[config.mk]
export PLATFORM = sky130hd
export DESIGN_NAME = perf_counters
export DESIGN_NICKNAME = d
export VERILOG_FILES = /design/src/verilog/frontend_pkg.sv /design/src/verilog/perf_counters.sv
export VERILOG_INCLUDE_DIRS = /design/src /design/src/verilog
export SDC_FILE = /design/constraint.sdc
export NUM_CORES = 1
export LEC_CHECK = 0
export BUFFER_PORTS_ARGS = -buffer_cell sky130_fd_sc_hd__buf_2
export CAP_MARGIN = 20
export CORE_UTILIZATION = 35
export DETAILED_ROUTE_END_ITERATION = 8
export PLACE_DENSITY = 0.57
export SLEW_MARGIN = 10
export SYNTH_ARGS = -nofsm -noshare
export SYNTH_HDL_FRONTEND = slang
export SYNTH_SLANG_ARGS = --single-unit
export TNS_END_PERCENT = 100
[constraint.sdc]
create_clock -name clk -period 5.9 [get_ports clk]
set_clock_uncertainty 0.05 [all_clocks]
set_input_delay 0 -clock clk [delete_from_list [all_inputs] [get_ports clk]]
set_output_delay 0 -clock clk [all_outputs]
set_load 0.05 [all_outputs]
[src/verilog/frontend_settings.svh]
`ifndef FRONTEND_SETTINGS_SVH
`define FRONTEND_SETTINGS_SVH

// Datapath width and fetch geometry
`define FE_XLEN       32
`define FE_LANES      3
`define FE_BUF_DEPTH  16

// PC out of reset
`define FE_RESET_PC   32'h0000_0000

// RV32I major opcodes that predecode looks at
`define FE_OP_BRANCH  7'b1100011
`define FE_OP_JAL     7'b1101111
`define FE_OP_JALR    7'b1100111
`define FE_OP_LUI     7'b0110111
`define FE_OP_AUIPC   7'b0010111
`define FE_OP_STORE   7'b0100011

`endif

[src/verilog/frontend_pkg.sv]
`include "frontend_settings.svh"

package frontend_pkg;

    // One machine word: instruction, PC or immediate
    typedef logic [`FE_XLEN-1:0] word_t;

    // One bit per fetch or decode lane
    typedef logic [`FE_LANES-1:0] lane_mask_t;

    // Number of lanes, 0 up to FE_LANES
    typedef logic [$clog2(`FE_LANES+1)-1:0] lane_count_t;

    // Predecoded instruction as stored in the buffer
    typedef struct packed {
        word_t instruction;
        word_t pc;
        word_t imm;
        logic  predicted_taken;
    } fetch_entry_t;

    // Free-running event counter
    typedef logic [31:0] perf_count_t;

    // Population count of a lane mask
    function automatic lane_count_t count_lanes(lane_mask_t mask);
        lane_count_t n;
        n = '0;
        for (int k = 0; k < `FE_LANES; k++) begin
            n = n + lane_count_t'(mask[k]);
        end
        return n;
    endfunction

endpackage

[src/verilog/perf_counters.sv]
`timescale 1ns/10ps

module perf_counters (
    input  logic                      clk,
    input  logic                      reset,
    input  frontend_pkg::lane_count_t fetched_i,
    input  frontend_pkg::lane_count_t delivered_i,
    input  logic                      redirect_i,
    input  logic                      full_i,
    output frontend_pkg::perf_count_t cycles_o,
    output frontend_pkg::perf_count_t fetched_o,
    output frontend_pkg::perf_count_t delivered_o,
    output frontend_pkg::perf_count_t redirects_o,
    output frontend_pkg::perf_count_t full_cycles_o
);
    import frontend_pkg::*;

    // ==================================================
    // Event accumulation
    // ==================================================
    // Each event lands on the edge closing its cycle
    always_ff @(posedge clk or negedge reset) begin
        if (!reset) begin
            cycles_o      <= '0;
            fetched_o     <= '0;
            delivered_o   <= '0;
            redirects_o   <= '0;
            full_cycles_o <= '0;
        end else begin
            cycles_o      <= cycles_o + perf_count_t'(1);
            // Lanes pushed by fetch
            fetched_o     <= fetched_o + perf_count_t'(fetched_i);
            // Lanes taken by decode
            delivered_o   <= delivered_o + perf_count_t'(delivered_i);
            // One per redirect pulse
            redirects_o   <= redirects_o + perf_count_t'(redirect_i);
            // Stall cycles with no room
            full_cycles_o <= full_cycles_o + perf_count_t'(full_i);
        end
    end

endmodule

==> impl_metrics.py, run 1 <==
metrics = {
    "pwr": {
        "power_density_nw_per_um2": 364,
        "vdd_drop_max_mv": 0.274,
        "leakage_nw": 4.39,
    },
    "sta": {
        "rsz0062_at_grt": "no",
        "timing.fmax_mhz": 395,
        "tns_ns": 0,
        "layout_worst_path_cycle_share_pct": 42.9,
        "maxSlewHeadroom_pct": 29.6,
        "fin_crit_ns": 2.53,
        "slew_viol_final": 0,
        "tightest_slew_ns": 1.05,
        "hold_viol": 0,
        "whs_ns": 0.201,
        "setup_violations": 0,
    },
    "global_route": {
        "grt_util_all_layers_pct": 15.7,
        "grt_max_degree": 95,
        "antenna_found_initial": 0,
        "grt_pass1_wl_um": 25000,
        "grt_pass1_vias": 4821,
        "grt.overflow.total": 0,
    },
    "cts": {
        "htree_levels": 4,
        "cts_buffer_depth": 2,
        "cts_tree": "yes",
        "postCtsSetupBuffers": 0,
        "clk_latency_ns": 0.42,
        "cts_resized": 0,
        "clock-sinks": 160,
        "root_buffer": "clkbuf_16",
        "cts_made_buffers": 17,
        "path_clk_slew_ns": 0.07,
    },
    "yosys": {
        "synth_top_area_share_pct": 57.4,
        "synth_area_leader_cell": "dfrtp_1",
        "synth_area_leaders": "dfrtp_1 (57%), xnor2_1 (13%), xor2_1 (5.9%)",
        "syn-cell-area_um2": 6970,
        "synthCells": 602,
        "synth_nets": 621,
        "ys_ff_latch": 160,
        "yosysUniqueCellTypes": 30,
        "syn_avg_cell_area_um2": 11.6,
        "seq_area_frac_synth_pct": 57.4,
        "ys.warnings.count": 0,
    },
    "critical_path": {
        "critPathMaxStageDelay_ns": 0.77,
        "cp_slowest_cell": "nor4_2",
        "cp_top_family": "simple AND/OR/NAND/NOR gates",
        "crit_buf_inv": 1,
        "crit_fanout": 9,
        "crit_chain": "ha_1 -> inv_1 -> fa_1 -> nand4b_1 -> nor4_2 -> nand4_1 -> xnor2_1",
        "path_class": "flop to flop",
        "arrival_ns": 2.79,
        "critPathCaptureType": "flop",
        "required_ns": 6.16,
        "worst_setup_path_start_kind": "flop",
    },
    "drt": {
        "remaining_drc_errors": 0,
        "drt-initial-drc-count": 140,
        "drtAntennaViolNets": 0,
        "wl_per_cell_um": 14.3,
        "viasPerCell": 4.75,
        "routed_wl_um": 15200,
        "routed-via-count": 5069,
        "drt_pass1_iterations": 4,
    },
    "floorplan": {
        "die_w_um": 143,
        "start_util_pct": 35.8,
        "num_io_pins": 168,
        "coreArea_um2": 19500,
        "die_h_um": 143,
        "dieArea_um2": 20500,
        "rows": 51,
    },
    "placed_design": {
        "dp_hpwl_um": 10600,
        "routabilityCongestion": 0.770,
        "placed_cells": 1028,
        "io_buffers": 167,
    },
    "final_layout": {
        "fin_cells": 1067,
        "drive_above_1_share_pct": 25.9,
        "insertedDiodeCount": 0,
        "finalNetCount": 808,
        "area_growth_pct": 26.2,
    },
    "run": {
        "maxCapViolations": 0,
    },
    "run_status": {
        "status": "complete, no violations",
    },
    "hold_path": {
        "hold_class": "primary input to asynchronous set/reset pin",
    },
}
worst register-to-register path: cells and delay by family, from the launching register on:
family / cells / cell delay [ns]
flip-flops: 1 / 0.34
AND/OR/NAND/NOR: 3 / 1.21
adder cells (fa/ha/maj): 2 / 0.59
buffers and inverters: 1 / 0.06
XOR/XNOR: 1 / 0.17
area by class of cell:
cell class | count | area (µm²)
multi-input cells | 421 | 2890
well taps | 265 | 332
inverters | 12 | 45.0
flip-flops and latches | 160 | 4000
clock buffers | 22 | 464
clock inverters | 10 | 129
fillers | 1822 | 10700
repair buffers | 177 | 935
metrics by stage:
stage | setup WS [ns] | util [%] | area, µm² | power, W
after detailed placement | 3.36 | 41.8 | 8140 | 0.00213
after global placement | 3.44 | 41.8 | 8140 | 0.00212
after floorplan | 3.30 | - | 6970 | 0.00191
after CTS | 3.34 | 45.2 | 8800 | 0.00325
after global routing | 3.21 | 45.2 | 8800 | 0.00337
final | 3.37 | 45.2 | 8800 | 0.00321
timing repair:
action | CTS | global route
setup endpoints to repair | 0 | 0
endpoints found under the hold margin | 101 | 0
hold buffers | 7 | 0
cell usage in the layout, fill, tap and decap left out, types with 3 or more instances in the layout:
cell type	instances
xnor2_1	102
nor4b_1	3
nand4b_1	3
dlygate4sd3_1	7
nor4_1	8
clkbuf_16	17
nor4_2	4
dfrtp_1	160
and4_1	10
clkbuf_1	3
nand2_1	51
nand4_1	44
buf_4	3
inv_1	12
xor2_1	47
clkinv_4	3
clkinvlp_4	3
nor2_1	28
nor3_1	19
buf_2	166
ha_1	9
nand3_1	57
and3_1	21
cell families (layout without fill, tap and decap cells):
family	Yosys count	after routing	share of synthesized area, %
AO/OA/AOI/OAI	3	3	0.251
XOR/XNOR	150	150	19.0
flip-flops	160	160	57.4
buffers and inverters	21	221	1.17
AND/OR/NAND/NOR	257	257	20.0
adder cells (fa/ha/maj)	11	11	2.19
cell usage after synthesis:
| cell type | instances |
|---|---|
| ha_1 | 9 |
| nand4b_1 | 3 |
| fa_1 | 2 |
| nor4b_1 | 3 |
| or4_4 | 1 |
| nor3b_1 | 1 |
| a21o_1 | 1 |
| nor2_1 | 28 |
| or4_1 | 1 |
| xnor2_2 | 1 |
| and4_1 | 10 |
| nand4_2 | 1 |
| and2_1 | 1 |
| nor4_2 | 4 |
| buf_2 | 2 |
| xnor2_1 | 102 |
| nor3_1 | 20 |
| nand3b_1 | 1 |
| nand2_1 | 51 |
| a21oi_1 | 2 |
| nand3_1 | 57 |
| nand2b_1 | 1 |
| clkbuf_1 | 7 |
| nand4_1 | 44 |
| or2_2 | 1 |
| dfrtp_1 | 160 |
| xor2_1 | 47 |
| nor4_1 | 8 |
| and3_1 | 21 |
| inv_1 | 12 |
state kept, by name (all words and copies together), names as in the netlist:
register,count
cycles_o,32
delivered_o,32
fetched_o,32
full_cycles_o,32
redirects_o,32
worst paths after layout:
| check | start | end | slack (ns) | cells past startpoint |
|---|---|---|---|---|
| hold / removal | reset | cycles_o[30] | 0.20 | 2 |
| setup reg to reg | delivered_o[0] | delivered_o[24] | 3.37 | 7 |
| max in group asynchronous | reset | redirects_o[6] | 4.16 | 3 |
| min in group clk | delivered_i[0] | delivered_o[0] | 0.30 | 3 |
| setup / recovery | delivered_o[0] | delivered_o[24] | 3.37 | 7 |
| hold reg to reg | cycles_o[31] | cycles_o[31] | 0.41 | 1 |
power by group:
group / leakage (nW) / switching, W / internal [W]
Clock: 0.279 / 0.000450 / 0.000652
Sequential: 2.15 / 0.000136 / 0.00121
Combinational: 1.97 / 0.000577 / 0.000180
Total: 4.39 / 0.00116 / 0.00204
per-layer routing:
layer	GRT usage [%]	part of all wire [%]	wire, µm	vias to the layer above
li1	-	-	-	2466
met1	21.5	49	7510	2474
met2	23.3	45	6800	115
met3	4.53	4.8	735	14
met4	5.89	1.3	199	0
met5	0	0	0	-
(Power assumes the default switching activity.)
==> run 2, diff against run 1 <==
Settings changed: PLACE_DENSITY 0.57 to 0.59.
Clock period 5.9 ns to 2.2 ns, I/O delays scaled along.
==> impl_metrics.py, run 2 (same netlist as run 1, synthesis figures left out) <==
metrics = {
    "sta": {
        "hold_viol": 0,
        "maxSlewHeadroom_pct": 64.0,
        "setup_violations": 0,
        "rsz0062_at_grt": "no",
        "layout_worst_path_cycle_share_pct": 90.5,
        "timing.fmax_mhz": 502,
        "tns_ns": 0,
        "fin_crit_ns": 1.99,
        "whs_ns": 0.0580,
        "tightest_slew_ns": 0.540,
        "slew_viol_final": 0,
    },
    "cts": {
        "cts_made_buffers": 17,
        "cts_buffer_depth": 2,
        "postCtsSetupBuffers": 0,
        "cts_tree": "yes",
        "htree_levels": 4,
        "clock-sinks": 160,
        "path_clk_slew_ns": 0.06,
        "cts_resized": 0,
        "clk_latency_ns": 0.41,
        "root_buffer": "clkbuf_16",
    },
    "pwr": {
        "power_w": 0.00856,
        "vdd_drop_max_mv": 0.837,
        "power_density_nw_per_um2": 955,
        "leakage_nw": 4.45,
    },
    "critical_path": {
        "crit_fanout": 9,
        "worst_setup_path_start_kind": "flop",
        "reg2reg_slack_ns": 0.21,
        "required_ns": 2.44,
        "path_class": "flop to flop",
        "r2r_cells": 8,
        "worst_r2r_endpoint": "delivered_o[16]",
        "critPathCaptureType": "flop",
        "r2r_start": "delivered_o[0]",
        "arrival_ns": 2.23,
    },
    "placed_design": {
        "routabilityCongestion": 0.779,
        "dp_hpwl_um": 10700,
        "placed_area_um2": 8330,
        "placed_cells": 1044,
        "io_buffers": 167,
    },
    "floorplan": {
        "die_h_um": 143,
        "dieArea_um2": 20500,
        "coreArea_um2": 19500,
        "die_w_um": 143,
        "rows": 51,
        "start_util_pct": 35.8,
        "num_io_pins": 168,
    },
    "drt": {
        "remaining_drc_errors": 0,
        "drt_pass1_iterations": 4,
        "wl_per_cell_um": 14.0,
        "routed_wl_um": 15200,
        "viasPerCell": 4.77,
        "drtAntennaViolNets": 0,
        "routed-via-count": 5171,
        "drt-initial-drc-count": 197,
    },
    "global_route": {
        "grt_max_degree": 56,
        "grt_pass1_wl_um": 25200,
        "grt_util_all_layers_pct": 15.7,
        "antenna_found_initial": 0,
        "grt.overflow.total": 0,
        "grt_pass1_vias": 4903,
    },
    "final_layout": {
        "multi_input_area_um2": 2920,
        "drive_above_1_share_pct": 29.2,
        "final_common_cell": "buf_2",
        "finalNetCount": 824,
        "final_cell_mix": "buf_2 (166), dfrtp_1 (145), xnor2_1 (102)",
        "fin_area_um2": 8960,
        "seqCellArea_um2": 4020,
        "insertedDiodeCount": 0,
        "fin_cells": 1083,
        "n_fill_cell": 1820,
        "area_growth_pct": 28.5,
    },
    "hold_path": {
        "hold_class": "primary input to asynchronous set/reset pin",
    },
    "run_status": {
        "status": "complete, no violations",
    },
    "run": {
        "maxCapViolations": 0,
    },
}
[run 2: layout make-up]
cell class | instances | area share (%)
timing repair buffer | 193 | 12.1
tap | 265 | 3.70
multi-input combinational | 421 | 32.6
clock inverter | 10 | 1.26
clock buffer | 22 | 4.96
sequential | 160 | 44.9
inverter | 12 | 0.503
[run 2: worst max-delay path by stage]
stage | startpoint | endpoint | slack (ns) | depth (start not counted)
CTS | delivered_o[0] | delivered_o[16] | 0.20 | 8
global route | fetched_o[0] | fetched_o[24] | 0.05 | 6
floorplan | fetched_o[6] | fetched_o[28] | 0.009 | 5
finish | delivered_o[0] | delivered_o[16] | 0.21 | 8
detailed placement | delivered_o[0] | delivered_o[16] | 0.21 | 8
global placement | delivered_o[0] | delivered_o[24] | 0.26 | 8
[run 2: worst max-delay path: stages, from the launching register on]
cell and delay [ns]:
dfrtp_2 0.38, ha_4 0.13, inv_1 0.05, fa_2 0.36, nand4b_1 0.25, nor4_4 0.18, buf_4 0.20, nand4_1 0.12
xnor2_1 0.15
[run 2: timing repair]
item | CTS | global route
hold buffers | 7 | 0
hold endpoints to repair | 168 | 0
setup endpoints to repair | 0 | 0
[run 2: report_power, final]
| part | internal (W) | switching, W | total (W) |
|---|---|---|---|
| sequential | 0.00326 | 0.000391 | 0.00365 |
| clock | 0.00167 | 0.00117 | 0.00284 |
| combinational | 0.000519 | 0.00155 | 0.00206 |
| total | 0.00545 | 0.00310 | 0.00856 |
[run 2: through the flow]
step	worst slack, ns	utilization (%)
2_1_floorplan	0.00948	-
5_1_grt	0.0542	46.0
4_1_cts	0.198	46.0
3_3_place_gp	0.258	42.8
6_report	0.209	46.0
3_5_place_dp	0.210	42.8
[run 2: metal layers]
layer	global-route usage, %	vias up	wire [µm]
met5	0	-	0
met2	22.5	119	6610
met3	5.26	9	965
met4	4.41	0	123
met1	22.2	2541	7470
li1	-	2502	-
==> run 3, diff against run 2 <==
Settings changed: PLACE_DENSITY 0.59 to not set, PLACE_DENSITY_LB_ADDON set to 0.15, REMOVE_ABC_BUFFERS set to 1.
==> impl_metrics.py, run 3 (same netlist as run 1, synthesis figures left out) <==
metrics = {
    "final_layout": {
        "finalNetCount": 830,
        "final_cell_mix": "buf_2 (167), dfrtp_1 (160), xnor2_1 (102)",
        "insertedDiodeCount": 0,
        "fin_cells": 1086,
        "n_fill_cell": 1836,
        "postLayoutCoreUtil_pct": 46.4,
        "drive_above_1_share_pct": 28.1,
        "final_common_cell": "buf_2",
        "area_growth_pct": 29.5,
    },
    "critical_path": {
        "path_class": "flop to flop",
        "arrival_ns": 2.34,
        "crit_fanout": 16,
        "worst_setup_path_start_kind": "flop",
        "r2r_cells": 5,
        "critPathCaptureType": "flop",
        "required_ns": 2.49,
    },
    "sta": {
        "tns_ns": 0,
        "slew_viol_final": 0,
        "fin_crit_ns": 2.04,
        "finalWorstSetupSlack_ns": 0.157,
        "layout_worst_path_cycle_share_pct": 92.9,
        "tightest_slew_ns": 0.698,
        "setup_violations": 0,
        "maxSlewHeadroom_pct": 53.5,
        "timing.fmax_mhz": 489,
        "rsz0062_at_grt": "no",
        "hold_viol": 0,
    },
    "pwr": {
        "leakage_nw": 4.53,
        "internal_power_w": 0.00570,
        "clkPwrFrac_pct": 35.0,
        "power_frac_seq_pct": 41.1,
        "pwr-share-comb_pct": 24.0,
        "vdd_drop_max_mv": 0.790,
        "netSwitchingPower_w": 0.00309,
        "switching_share_pct": 35.2,
        "power_density_nw_per_um2": 974,
    },
    "drt": {
        "wl_met1_um": 7180,
        "viasPerCell": 4.72,
        "routed_wl_um": 15800,
        "drt_pass1_iterations": 4,
        "remaining_drc_errors": 0,
        "routed-wl-met3_um": 765,
        "drtAntennaViolNets": 0,
        "drt-initial-drc-count": 184,
        "routed-via-count": 5129,
        "wl_per_cell_um": 14.6,
        "highest_layer": "met4",
        "wl_met2_um": 7610,
    },
    "cts": {
        "cts_made_buffers": 17,
        "cts_buffer_depth": 2,
        "clock-sinks": 160,
        "cts_tree": "yes",
        "path_clk_slew_ns": 0.07,
        "clk_latency_ns": 0.41,
        "htree_levels": 4,
        "root_buffer": "clkbuf_16",
    },
    "placed_design": {
        "io_buffers": 167,
        "dp_hpwl_um": 11200,
        "routabilityCongestion": 0.759,
        "dp_slack_ns": 0.0767,
        "placed_cells": 1049,
    },
    "floorplan": {
        "start_util_pct": 35.8,
        "coreArea_um2": 19500,
        "dieArea_um2": 20500,
        "rows": 51,
        "num_io_pins": 168,
        "die_h_um": 143,
        "die_w_um": 143,
    },
    "run": {
        "maxCapViolations": 0,
    },
    "global_route": {
        "grt_util_all_layers_pct": 16.2,
        "grt.overflow.total": 0,
        "grt_pass1_wl_um": 26000,
        "antenna_found_initial": 0,
        "grt_pass1_vias": 5128,
        "grt_max_degree": 75,
    },
    "hold_path": {
        "hold_class": "primary input to asynchronous set/reset pin",
    },
    "run_status": {
        "status": "complete, no violations",
    },
}
run 3: final timing paths:
path / startpoint / end / slack, ns
max reg2reg: fetched_o[3] / fetched_o[24] / 0.16
min: reset / cycles_o[20] / 0.11
min in group clk: delivered_i[0] / delivered_o[0] / 0.30
max: fetched_o[3] / fetched_o[24] / 0.16
max in group asynchronous: reset / delivered_o[4] / 1.22
min reg2reg: delivered_o[31] / delivered_o[31] / 0.42
run 3: cell type report:
cell class,instances,area (µm²),share of cell area [%]
sequential,160,4000,44.4
multi-input combinational,421,2920,32.3
timing repair buffer,199,1120,12.4
clock buffer,20,447,4.95
tap,265,332,3.67
clock inverter,9,159,1.76
inverter,12,45.0,0.499
run 3: per-stage QoR:
step	cell area, µm²	hold WS (ns)	power (W)
after floorplan	6930	-0.346	0.00512
after global placement	8310	0.0163	0.00571
after detailed placement	8310	0.0289	0.00576
after CTS	8990	0.148	0.00892
after global routing	9020	0.204	0.00921
final	9020	0.114	0.00879
run 3: repair_timing:
| action | in CTS | in global routing |
|---|---|---|
| resized for setup | 0 | 6 |
| hold endpoints to repair | 79 | 0 |
| buffers inserted | 0 | 0 |
| endpoints found under the setup margin | 0 | 12 |
| hold buffers | 7 | 0 |
run 3: power by group through the flow:
| stage | clock (W) | sequential, W | combinational (W) |
|---|---|---|---|
| 3_3_place_gp | 0 | 0.00362 | 0.00208 |
| 3_5_place_dp | 0 | 0.00366 | 0.00211 |
| 4_1_cts | 0.00319 | 0.00361 | 0.00212 |
| 6_report | 0.00308 | 0.00361 | 0.00211 |
| 5_1_grt | 0.00329 | 0.00367 | 0.00225 |
| 2_1_floorplan | 0 | 0.00464 | 0.000480 |
run 3: layer usage:
metal	up-vias	global-route usage [%]
met5	-	0
met4	0	6.40
met3	17	4.06
met2	110	26.1
met1	2502	20.8
li1	2500	-
run 3: worst max-delay path, cell delays in order, from the launching register on:
cell and delay, ns:
dfrtp_1 0.44, nand4_2 0.19, or4_1 0.56, buf_4 0.22, nor4b_1 0.35, xor2_1 0.17
