===== config.mk =====
export PLATFORM = sky130hd
export DESIGN_NAME = fetch_unit
export DESIGN_NICKNAME = d
export VERILOG_FILES = /design/src/verilog/frontend_pkg.sv /design/src/verilog/fetch_unit.sv /design/src/verilog/imm_gen.sv
export VERILOG_INCLUDE_DIRS = /design/src /design/src/verilog
export SDC_FILE = /design/constraint.sdc
export NUM_CORES = 1
export LEC_CHECK = 0
export ABC_AREA = 1
export BUFFER_PORTS_ARGS = -buffer_cell sky130_fd_sc_hd__buf_2
export CAP_MARGIN = 40
export CORE_AREA = 5 5 203 205
export CTS_CLUSTER_SIZE = 8
export DETAILED_ROUTE_END_ITERATION = 12
export DIE_AREA = 0 0 208 210
export GPL_TIMING_DRIVEN = 0
export HOLD_SLACK_MARGIN = 0.06
export SLEW_MARGIN = 20
export SYNTH_ARGS = -nofsm -noshare
export SYNTH_HDL_FRONTEND = slang
export SYNTH_SLANG_ARGS = --single-unit

===== constraint.sdc =====
create_clock -name clk -period 2.9 [get_ports clk]
set_input_delay 0 -clock clk [delete_from_list [all_inputs] [get_ports clk]]
set_output_delay 0 -clock clk [all_outputs]
set_load 0.02 [all_outputs]

===== src/verilog/frontend_settings.svh =====
`ifndef FRONTEND_SETTINGS_SVH
`define FRONTEND_SETTINGS_SVH

// Datapath width and fetch geometry
`define FE_XLEN       32
`define FE_LANES      3
`define FE_BUF_DEPTH  16

// PC out of reset
`define FE_RESET_PC   32'h0000_0000

// RV32I major opcodes that predecode looks at
`define FE_OP_BRANCH  7'b1100011
`define FE_OP_JAL     7'b1101111
`define FE_OP_JALR    7'b1100111
`define FE_OP_LUI     7'b0110111
`define FE_OP_AUIPC   7'b0010111
`define FE_OP_STORE   7'b0100011

`endif


===== src/verilog/frontend_pkg.sv =====
`include "frontend_settings.svh"

package frontend_pkg;

    // One machine word: instruction, PC or immediate
    typedef logic [`FE_XLEN-1:0] word_t;

    // One bit per fetch or decode lane
    typedef logic [`FE_LANES-1:0] lane_mask_t;

    // Number of lanes, 0 up to FE_LANES
    typedef logic [$clog2(`FE_LANES+1)-1:0] lane_count_t;

    // Predecoded instruction as stored in the buffer
    typedef struct packed {
        word_t instruction;
        word_t pc;
        word_t imm;
        logic  predicted_taken;
    } fetch_entry_t;

    // Free-running event counter
    typedef logic [31:0] perf_count_t;

    // Population count of a lane mask
    function automatic lane_count_t count_lanes(lane_mask_t mask);
        lane_count_t n;
        n = '0;
        for (int k = 0; k < `FE_LANES; k++) begin
            n = n + lane_count_t'(mask[k]);
        end
        return n;
    endfunction

endpackage


===== src/verilog/fetch_unit.sv =====
`timescale 1ns/10ps
`include "frontend_settings.svh"

module fetch_unit (
    input  logic                       clk,
    input  logic                       reset,
    input  logic                       redirect_i,
    input  frontend_pkg::word_t        redirect_pc_i,
    input  logic                       space_ok_i,
    output frontend_pkg::word_t        inst_addr_o  [`FE_LANES],
    input  frontend_pkg::word_t        inst_data_i  [`FE_LANES],
    output frontend_pkg::fetch_entry_t push_entry_o [`FE_LANES],
    output frontend_pkg::lane_mask_t   push_valid_o,
    output frontend_pkg::lane_count_t  fetched_count_o
);
    import frontend_pkg::*;

    word_t      pc_q;
    word_t      next_pc;
    word_t      lane_imm    [`FE_LANES];
    word_t      lane_target [`FE_LANES];
    lane_mask_t lane_taken;
    lane_mask_t keep_mask;
    logic       accept;

    // ==================================================
    // Per-lane address and predecode
    // ==================================================
    for (genvar k = 0; k < `FE_LANES; k++) begin : g_lane
        // Sequential word addresses from the PC
        assign inst_addr_o[k] = pc_q + word_t'(4 * k);

        imm_gen u_imm_gen (
            .instr_i  (inst_data_i[k]),
            .pc_i     (inst_addr_o[k]),
            .imm_o    (lane_imm[k]),
            .taken_o  (lane_taken[k]),
            .target_o (lane_target[k])
        );

        assign push_entry_o[k] = '{
            instruction:     inst_data_i[k],
            pc:              inst_addr_o[k],
            imm:             lane_imm[k],
            predicted_taken: lane_taken[k]
        };
    end

    // ==================================================
    // Lane masking and next PC
    // ==================================================
    // Keep lanes up to the first predicted-taken one
    always_comb begin
        logic stop;
        stop      = 1'b0;
        keep_mask = '0;
        // Fall-through past the whole group
        next_pc   = pc_q + word_t'(4 * `FE_LANES);
        for (int k = 0; k < `FE_LANES; k++) begin
            if (!stop) begin
                keep_mask[k] = 1'b1;
                if (lane_taken[k]) begin
                    next_pc = lane_target[k];
                    stop    = 1'b1;
                end
            end
        end
    end

    // Group goes in only with room and no redirect
    assign accept          = space_ok_i && !redirect_i;
    assign push_valid_o    = accept ? keep_mask : '0;
    assign fetched_count_o = count_lanes(push_valid_o);

    // ==================================================
    // PC register
    // ==================================================
    always_ff @(posedge clk or negedge reset) begin
        if (!reset) begin
            pc_q <= `FE_RESET_PC;
        end else if (redirect_i) begin
            pc_q <= redirect_pc_i;
        end else if (accept) begin
            pc_q <= next_pc;
        end
        // Otherwise hold and refetch the same group
    end

endmodule


===== src/verilog/imm_gen.sv =====
`timescale 1ns/10ps
`include "frontend_settings.svh"

module imm_gen (
    input  frontend_pkg::word_t instr_i,
    input  frontend_pkg::word_t pc_i,
    output frontend_pkg::word_t imm_o,
    output logic                taken_o,
    output frontend_pkg::word_t target_o
);

    logic [6:0] opcode;

    assign opcode = instr_i[6:0];

    // ==================================================
    // Immediate select by format
    // ==================================================
    always_comb begin
        case (opcode)
            // I-type
            `FE_OP_JALR:  imm_o = {{20{instr_i[31]}}, instr_i[31:20]};
            // S-type, split field
            `FE_OP_STORE: imm_o = {{20{instr_i[31]}}, instr_i[31:25], instr_i[11:7]};
            // B-type, bit 0 implied zero
            `FE_OP_BRANCH: begin
                imm_o = {{19{instr_i[31]}}, instr_i[31], instr_i[7],
                         instr_i[30:25], instr_i[11:8], 1'b0};
            end
            // U-type, upper 20 bits
            `FE_OP_LUI, `FE_OP_AUIPC: imm_o = {instr_i[31:12], 12'h000};
            // J-type
            `FE_OP_JAL: begin
                imm_o = {{11{instr_i[31]}}, instr_i[31], instr_i[19:12],
                         instr_i[20], instr_i[30:21], 1'b0};
            end
            default: imm_o = '0;
        endcase
    end

    // Static prediction: JAL always, backward branches taken
    assign taken_o = (opcode == `FE_OP_JAL) ||
                     ((opcode == `FE_OP_BRANCH) && imm_o[31]);

    // PC-relative target
    assign target_o = pc_i + imm_o;

endmodule


==> qor.csv, run 1 <==
stage,metric,value,unit
global_routing,GR Util All Layers,31.8,%
floorplanning,Die W,208,um
drt,DR vias,18200,
layout,"Design Area, Final",20600,um2
worst_setup_path,worst-path cell chain,ha_4 > inv_4 > nor2_4 > nand2_4 > nor2_4 > nand3_4 > nor2_4 > xnor2_4 > nor2_1 > a21oi_1 > inv_2 > ha_4 > nand2_2 > nor2_2 > inv_1 > nor2_2 > and3_1 > nand2_1 > nand4_1 > nand3_2 > nand2_2 > nand2_1 > nand2_1 > nand2_1,
layout,layout cells sized above 1,45.9,%
logic_synthesis,synth unique cells,55,
power,net switching share of the total power,54.1,%
worst_setup_path,Reg2Reg Launch Point,pc_q[3],
power,sequential power share,11.1,%
floorplanning,die height,210,um
sta,RSZ-0062 raised after global routing,yes,
layout,n_diodes,0,
worst_setup_path,worst r2r dst,pc_q[26],
sta,slew at the pin closest to its max-slew limit,0.884,ns
cts,root buffer cell,clkbuf_16,
floorplanning,Ports,524,
logic_synthesis,synthesized net count,2524,
power,Clk pwr share,10.0,%
drt,post-route ant nets,0,
job,max_cap viols,0,
global_routing,initial antenna violation count,0,
run_status,failing checks,setup timing,
logic_synthesis,ys async rst share,100,%
sta,setup ws final,-0.526,ns
sta,Period minus WS final,3.43,ns
drt,iteration-0 DRC count of the detailed router,1608,
drt,via/cell ratio,5.17,
worst_setup_path,CP max FO,4,
floorplanning,core area,39300,um2
layout,top register by number of flip-flops,pc_q,
logic_synthesis,synthesis-stage register bit count,32,
worst_setup_path,WS Path Type,reg -> reg,
worst_setup_path,most frequent CP cell,nand2_1,
layout,largest registers,pc_q: 32 flops,
worst_setup_path,Worst Path Required,3.07,ns
global_routing,largest net degree at the start of global routing,33,
power,Pwr Total,5550,uW
layout,Area Overhead vs Synth,61.2,%
drt,"wirelength, routed",74800,um
sta,Slew Limit Headroom,40.9,%
power,sw power,3010,uW
cts,Clock Tree Buf Depth,2,
power,Internal,2550,uW
worst_setup_path,"Largest stage delay, worst path",0.48,ns
global_routing,first-pass GRT wire length,108000,um
worst_setup_path,CP Data Arrival Time,3.60,ns
floorplanning,die area,43700,um2
sta,setup tns final,-8.93,ns
drt,# DRC,0,
logic_synthesis,mapped cell area,12800,um2
cts,"Reg clk slew, reported paths",0.07,ns
floorplanning,Rows,73,
cts,H-tree depth,2,
place,Placer Congestion,1.03,
place,PortBufs,522,
logic_synthesis,Syn Area/Cell,5.58,um2
sta,final hold violations,0,
place,Placed Area,16700,um2
power,Leakage Power,0.0110,uW
sta,Final Setup Violations,25,
run_status,status,"finished, violations left",
layout,max reg flops,32,
cts,clk_lat worst skew,0.29,ns
drt,first drt pass iteration count,5,
cts,TritonCTS clock tree,built,
global_routing,vias in the first global route,17600,
power,PD cells,270,nW/um2
min_path,Hold Crit Class,in -> async,
drt,DR WL/cell,21.2,um
cts,Inserted Clock Buffers,5,
worst_setup_path,reg-to-reg setup timing slack,-0.53,ns
worst_setup_path,"CP delay by family, top",simple AND/OR/NAND/NOR gates,
layout,Final #Nets,3231,
floorplanning,Starting Density,32.5,%
global_routing,GRT overflow,0,
sta,fmax,292,MHz
place,DP Wirelength,62600,um
sta,Fin Clk Skew,0.0112,ns
logic_synthesis,synthesized netlist cell count,2291,
cts,clk sinks,32,
sta,"Period Utilization, post-route",118,%
power,Logic pwr share,78.9,%
worst_setup_path,R2R cell count,24,
worst_setup_path,CP Capture Type,flip-flop,
logic_synthesis,"Seq/Total Area, Yosys",6.27,%
logic_synthesis,ys flop type,dfrtp_1,
sta,Slew Limit Fails,0,
worst_setup_path,startpoint type of the worst setup path,flip-flop,
logic_synthesis,Post-synth EDFFs,0,
worst_setup_path,slowest stage cell on the critical path,dfrtp_2,
logic_synthesis,synth warn,0,
power,VDD IR max,0.181,mV
worst_setup_path,Crit path buffers/inverters,3,
-- power by group through the flow --
stage	Clock [uW]	Sequential [uW]	Combinational, uW
floorplan	0	659	2190
global placement	0	679	3440
detailed placement	0	682	3450
CTS	555	613	4160
global route	573	618	4640
finish	556	615	4380
-- Yosys cell counts (4+ instances only) --
cell type    n  area share (%)
nand2_1    633              19
inv_1      322             9.5
buf_4      207              12
nor2_1     198             5.8
nand3_1    168             6.6
o21ai_0    138             5.4
a21oi_1    124             4.9
ha_1        98             9.6
xor2_1      82             5.6
nand4_1     33             1.6
dfrtp_1     32             6.3
nor3_1      32             1.3
a22oi_1     29             1.7
xnor2_1     29             2.0
buf_2       18            0.71
clkbuf_1    18            0.53
inv_2       10            0.29
a21o_1       8            0.47
nor2_2       8            0.39
nor4_1       8            0.39
o21a_1       7            0.41
o21ai_1      7            0.27
o21bai_1     7            0.41
or2_2        7            0.34
nand3b_1     6            0.35
o221ai_1     5            0.34
o22ai_1      5            0.24
and2_1       4            0.20
nor3_2       4            0.31
o211ai_1     4            0.24
-- timing repair --
| item | CTS | global route |
|---|---|---|
| gates resized for setup | 386 | 139 |
| pin swaps | 99 | 87 |
| endpoints found under the hold margin | 62 | 0 |
| setup buffers | 117 | 27 |
| hold buffers | 31 | 0 |
| endpoints found under the setup margin | 32 | 27 |
-- cells by family (layout without fill, tap and decap cells) --
kind of cell    Yosys count  in the layout  share of synthesized area (%)
simple gates           1118           1118                           37.3
buf+inv                 580           1288                           23.4
compound gates          349            349                           15.4
xor+xnor                111            111                           7.61
fa+ha+maj               101            101                           10.1
flops                    32             32                           6.27
-- layer usage --
metal | up-vias | GRT usage, % | part of all wire [%]
met1 | 8509 | 38.7 | 39
met3 | 159 | 4.61 | 7.9
met4 | 2 | 12.8 | 5.0
met2 | 950 | 56.7 | 48
met5 | - | 1.72 | 0.14
li1 | 8595 | - | -
-- per-stage QoR --
step | std cells | util, % | setup slack (ns) | hold WS, ns
detailed placement | 3339 | 42.5 | -1.25 | 0.121
floorplan | 2291 | - | -0.211 | -0.296
CTS | 3495 | 50.5 | -0.467 | 0.0771
global placement | 3338 | 42.5 | -1.26 | 0.121
global route | 3524 | 52.4 | -0.684 | 0.0613
finish | 3524 | 52.4 | -0.526 | 0.0422
-- worst max-delay path by stage --
| stage | startpoint | to | slack, ns | cells past startpoint |
|---|---|---|---|---|
| floorplan | pc_q[4] | pc_q[27] | -0.21 | 25 |
| finish | pc_q[3] | pc_q[26] | -0.53 | 24 |
| CTS | pc_q[3] | pc_q[27] | -0.47 | 25 |
| global placement | pc_q[16] | pc_q[29] | -1.26 | 17 |
| global route | pc_q[3] | pc_q[26] | -0.68 | 24 |
| detailed placement | pc_q[16] | pc_q[27] | -1.25 | 17 |
-- final cells by class --
| type | count | area (um2) |
|---|---|---|
| multi-input cells | 1679 | 11600 |
| flip-flops and latches | 32 | 837 |
| well taps | 525 | 657 |
| repair buffers | 700 | 4170 |
| clock buffers | 5 | 125 |
| fillers | 4037 | 18700 |
| clock inverters | 3 | 18.8 |
| inverters | 334 | 1280 |
| plain buffers | 246 | 1900 |
-- cells in the final DEF (no fill, tap or decap), types with 6 or more instances in the layout --
cell type | Yosys | final
nand2_1 | 633 | 531
xnor2_1 | 29 | 19
inv_1 | 322 | 288
a21o_1 | 8 | 8
xnor2_4 | 0 | 7
o21bai_1 | 7 | 7
nand4_1 | 33 | 33
nor2_2 | 8 | 35
nand3_4 | 0 | 6
nor2_1 | 198 | 140
nand3_2 | 1 | 34
nor3_1 | 32 | 18
buf_2 | 18 | 529
xor2_2 | 0 | 17
o21ai_1 | 7 | 35
ha_4 | 0 | 49
o21a_1 | 7 | 7
buf_12 | 0 | 14
nand3_1 | 168 | 129
o21ai_2 | 0 | 13
nand3b_1 | 6 | 6
o21ai_0 | 138 | 95
buf_4 | 207 | 328
clkbuf_1 | 18 | 17
a22oi_1 | 29 | 29
a21oi_1 | 124 | 95
ha_1 | 98 | 48
nand2_4 | 2 | 21
nor2_4 | 3 | 34
dlygate4sd3_1 | 0 | 31
a21oi_2 | 2 | 28
nor3_2 | 4 | 11
inv_2 | 10 | 35
dfrtp_2 | 0 | 26
xor2_4 | 0 | 23
nand2_2 | 3 | 86
nor3_4 | 1 | 8
xor2_1 | 82 | 42
buf_6 | 1 | 20
Note: power is estimated with default switching activity, not from simulation.
==> run 2, diff against run 1 <==
Settings changed: PLACE_DENSITY_LB_ADDON set to 0.15, SLEW_MARGIN 20 to not set.
==> qor.csv, run 2 (synthesized netlist as in run 1, its figures left out) <==
stage,metric,value,unit
global_routing,largest net degree at the start of global routing,33,
cts,root buffer cell,clkbuf_16,
job,max_cap viols,0,
layout,Final #Nets,3282,
floorplanning,Rows,73,
layout,"Design Area, Final",21500,um2
sta,setup ws final,-0.495,ns
cts,clk sinks,32,
floorplanning,core area,39300,um2
cts,TritonCTS clock tree,built,
layout,post-layout util,54.9,%
layout,Finished Layout Cells,3575,
global_routing,GR Util All Layers,33.3,%
run_status,failing checks,setup timing,
sta,Fin Clk Skew,0.00274,ns
power,VDD IR max,0.251,mV
power,Pwr Total,5840,uW
worst_setup_path,WS Path Type,reg -> reg,
layout,layout cells sized above 1,49.8,%
global_routing,first-pass GRT wire length,112000,um
sta,slew at the pin closest to its max-slew limit,0.974,ns
sta,Period minus WS final,3.39,ns
layout,n_diodes,0,
place,Placed Area,16700,um2
worst_setup_path,Worst Path Required,3.08,ns
floorplanning,Starting Density,32.5,%
worst_setup_path,CP Data Arrival Time,3.58,ns
place,cell count after placement,3339,
drt,via/cell ratio,5.11,
power,net switching share of the total power,54.1,%
power,Leakage Power,0.0113,uW
run_status,status,"finished, violations left",
layout,top register by number of flip-flops,pc_q,
worst_setup_path,Crit path buffers/inverters,5,
layout,Area Overhead vs Synth,68.7,%
drt,post-route ant nets,0,
power,Logic pwr share,79.9,%
layout,most frequent cells in the layout,"buf_2, nand2_1, buf_4, inv_1",
worst_setup_path,"Largest stage delay, worst path",0.47,ns
worst_setup_path,CP Capture Type,flip-flop,
sta,final hold violations,0,
sta,fmax,295,MHz
cts,Clock Tree Buf Depth,2,
sta,"Period Utilization, post-route",117,%
drt,"wirelength, routed",78000,um
layout,"commonest non-fill, non-tap cell in the layout",buf_2,
power,PD cells,271,nW/um2
worst_setup_path,worst-path cell chain,buf_4 > nand2_4 > inv_4 > nand2_8 > nor2_4 > nand2_2 > nor4_4 > buf_4 > xor2_4 > ha_4 > buf_4 > nand2_4 > nor2_4 > inv_2 > nor2_4 > and3_1 > nand2_1 > nand4_1 > nand3_2 > nand2_2 > nand2_1 > nand2_1 > nand2_1,
floorplanning,die area,43700,um2
min_path,Hold Crit Class,in -> reg,
cts,H-tree depth,2,
cts,"Reg clk slew, reported paths",0.06,ns
layout,max reg flops,32,
power,Internal,2680,uW
sta,Slew Limit Headroom,35.1,%
layout,largest registers,pc_q: 32 flops,
worst_setup_path,"CP delay by family, top",simple AND/OR/NAND/NOR gates,
worst_setup_path,slowest stage cell on the critical path,dfrtp_2,
floorplanning,die height,210,um
floorplanning,Die W,208,um
cts,Inserted Clock Buffers,5,
floorplanning,Ports,524,
power,Clk pwr share,9.5,%
power,sequential power share,10.6,%
sta,RSZ-0062 raised after global routing,yes,
drt,DR WL/cell,21.8,um
global_routing,initial antenna violation count,0,
drt,DR vias,18300,
worst_setup_path,CP max FO,4,
drt,# DRC,0,
worst_setup_path,most frequent CP cell,nand2_1,
drt,iteration-0 DRC count of the detailed router,1277,
place,PortBufs,522,
worst_setup_path,startpoint type of the worst setup path,flip-flop,
sta,Final Setup Violations,25,
global_routing,vias in the first global route,18000,
global_routing,GRT overflow,0,
sta,Slew Limit Fails,0,
cts,clk_lat worst skew,0.29,ns
place,Placer Congestion,0.989,
place,DP Wirelength,64500,um
drt,first drt pass iteration count,6,
power,sw power,3160,uW
==> run 2: cell types whose count changed in the layout (fill, tap and decap cells not counted), moves of 11 or more <==
cell,delta
nand2_2,+18
buf_4,+50
nor2_4,+11
nand2_1,-25
a21oi_1,-15
nor2_1,-17
==> run 2: final cells by class <==
class | count | area [um2]
Fill cell | 3969 | 17700
Multi-Input combinational cell | 1679 | 12200
Timing Repair Buffer | 751 | 4530
Buffer | 246 | 1880
Inverter | 334 | 1290
Sequential cell | 32 | 840
Tap cell | 525 | 657
Clock buffer | 5 | 125
Clock inverter | 3 | 18.8
==> run 2: power by group through the flow <==
stage          combinational (uW)  clock [uW]  sequential (uW)
6_report                     4670         555              618
4_1_cts                      4340         560              614
2_1_floorplan                2190           0              659
5_1_grt                      4940         570              622
3_5_place_dp                 3480           0              684
3_3_place_gp                 3480           0              683
==> run 2: final timing paths <==
path,cells after the start,slack [ns],from,end
hold reg to reg,3,0.68,pc_q[25],pc_q[25]
hold / removal,5,0.09,redirect_pc_i[16],pc_q[16]
max in group asynchronous,2,1.88,reset,pc_q[2]
setup / recovery,23,-0.49,pc_q[4],pc_q[26]
setup reg to reg,23,-0.49,pc_q[4],pc_q[26]
min in group asynchronous,2,0.38,reset,pc_q[13]
==> run 2: through the flow <==
step                setup TNS (ns)  setup WS (ns)  hold slack [ns]
CTS                          -6.77         -0.517           0.0711
finish                       -7.25         -0.495           0.0850
global placement            -30.67          -1.61            0.121
floorplan                    -2.09         -0.211           -0.296
global route                -10.96         -0.688           0.0877
detailed placement          -29.10          -1.42            0.129
==> run 2: metal layers <==
| metal | wire length (um) | up-vias | global-route usage, % | part of all wire [%] |
|---|---|---|---|---|
| li1 | - | 8679 | - | - |
| met1 | 30800 | 8552 | 40.2 | 39 |
| met4 | 4640 | 0 | 15.9 | 6.0 |
| met5 | 0 | - | 0 | 0 |
| met2 | 36800 | 852 | 58.0 | 47 |
| met3 | 5730 | 183 | 5.61 | 7.4 |
==> run 2: what timing repair did <==
action                                 CTS  global route
setup endpoints to repair               36            27
endpoints found under the hold margin   63             0
hold buffers                            32             0
buffers inserted                       144            57
resized for setup                      463           216
pin swaps                              127           122
==> run 2: worst register-to-register path, stage by stage (launching register included) <==
cell,delay (ns)
dfrtp_2,0.47
buf_4,0.17
nand2_4,0.08
inv_4,0.11
nand2_8,0.08
nor2_4,0.14
nand2_2,0.08
nor4_4,0.25
buf_4,0.19
xor2_4,0.23
ha_4,0.20
buf_4,0.16
nand2_4,0.07
nor2_4,0.12
inv_2,0.06
nor2_4,0.11
and3_1,0.14
nand2_1,0.08
nand4_1,0.10
nand3_2,0.15
nand2_2,0.13
nand2_1,0.06
nand2_1,0.08
nand2_1,0.04
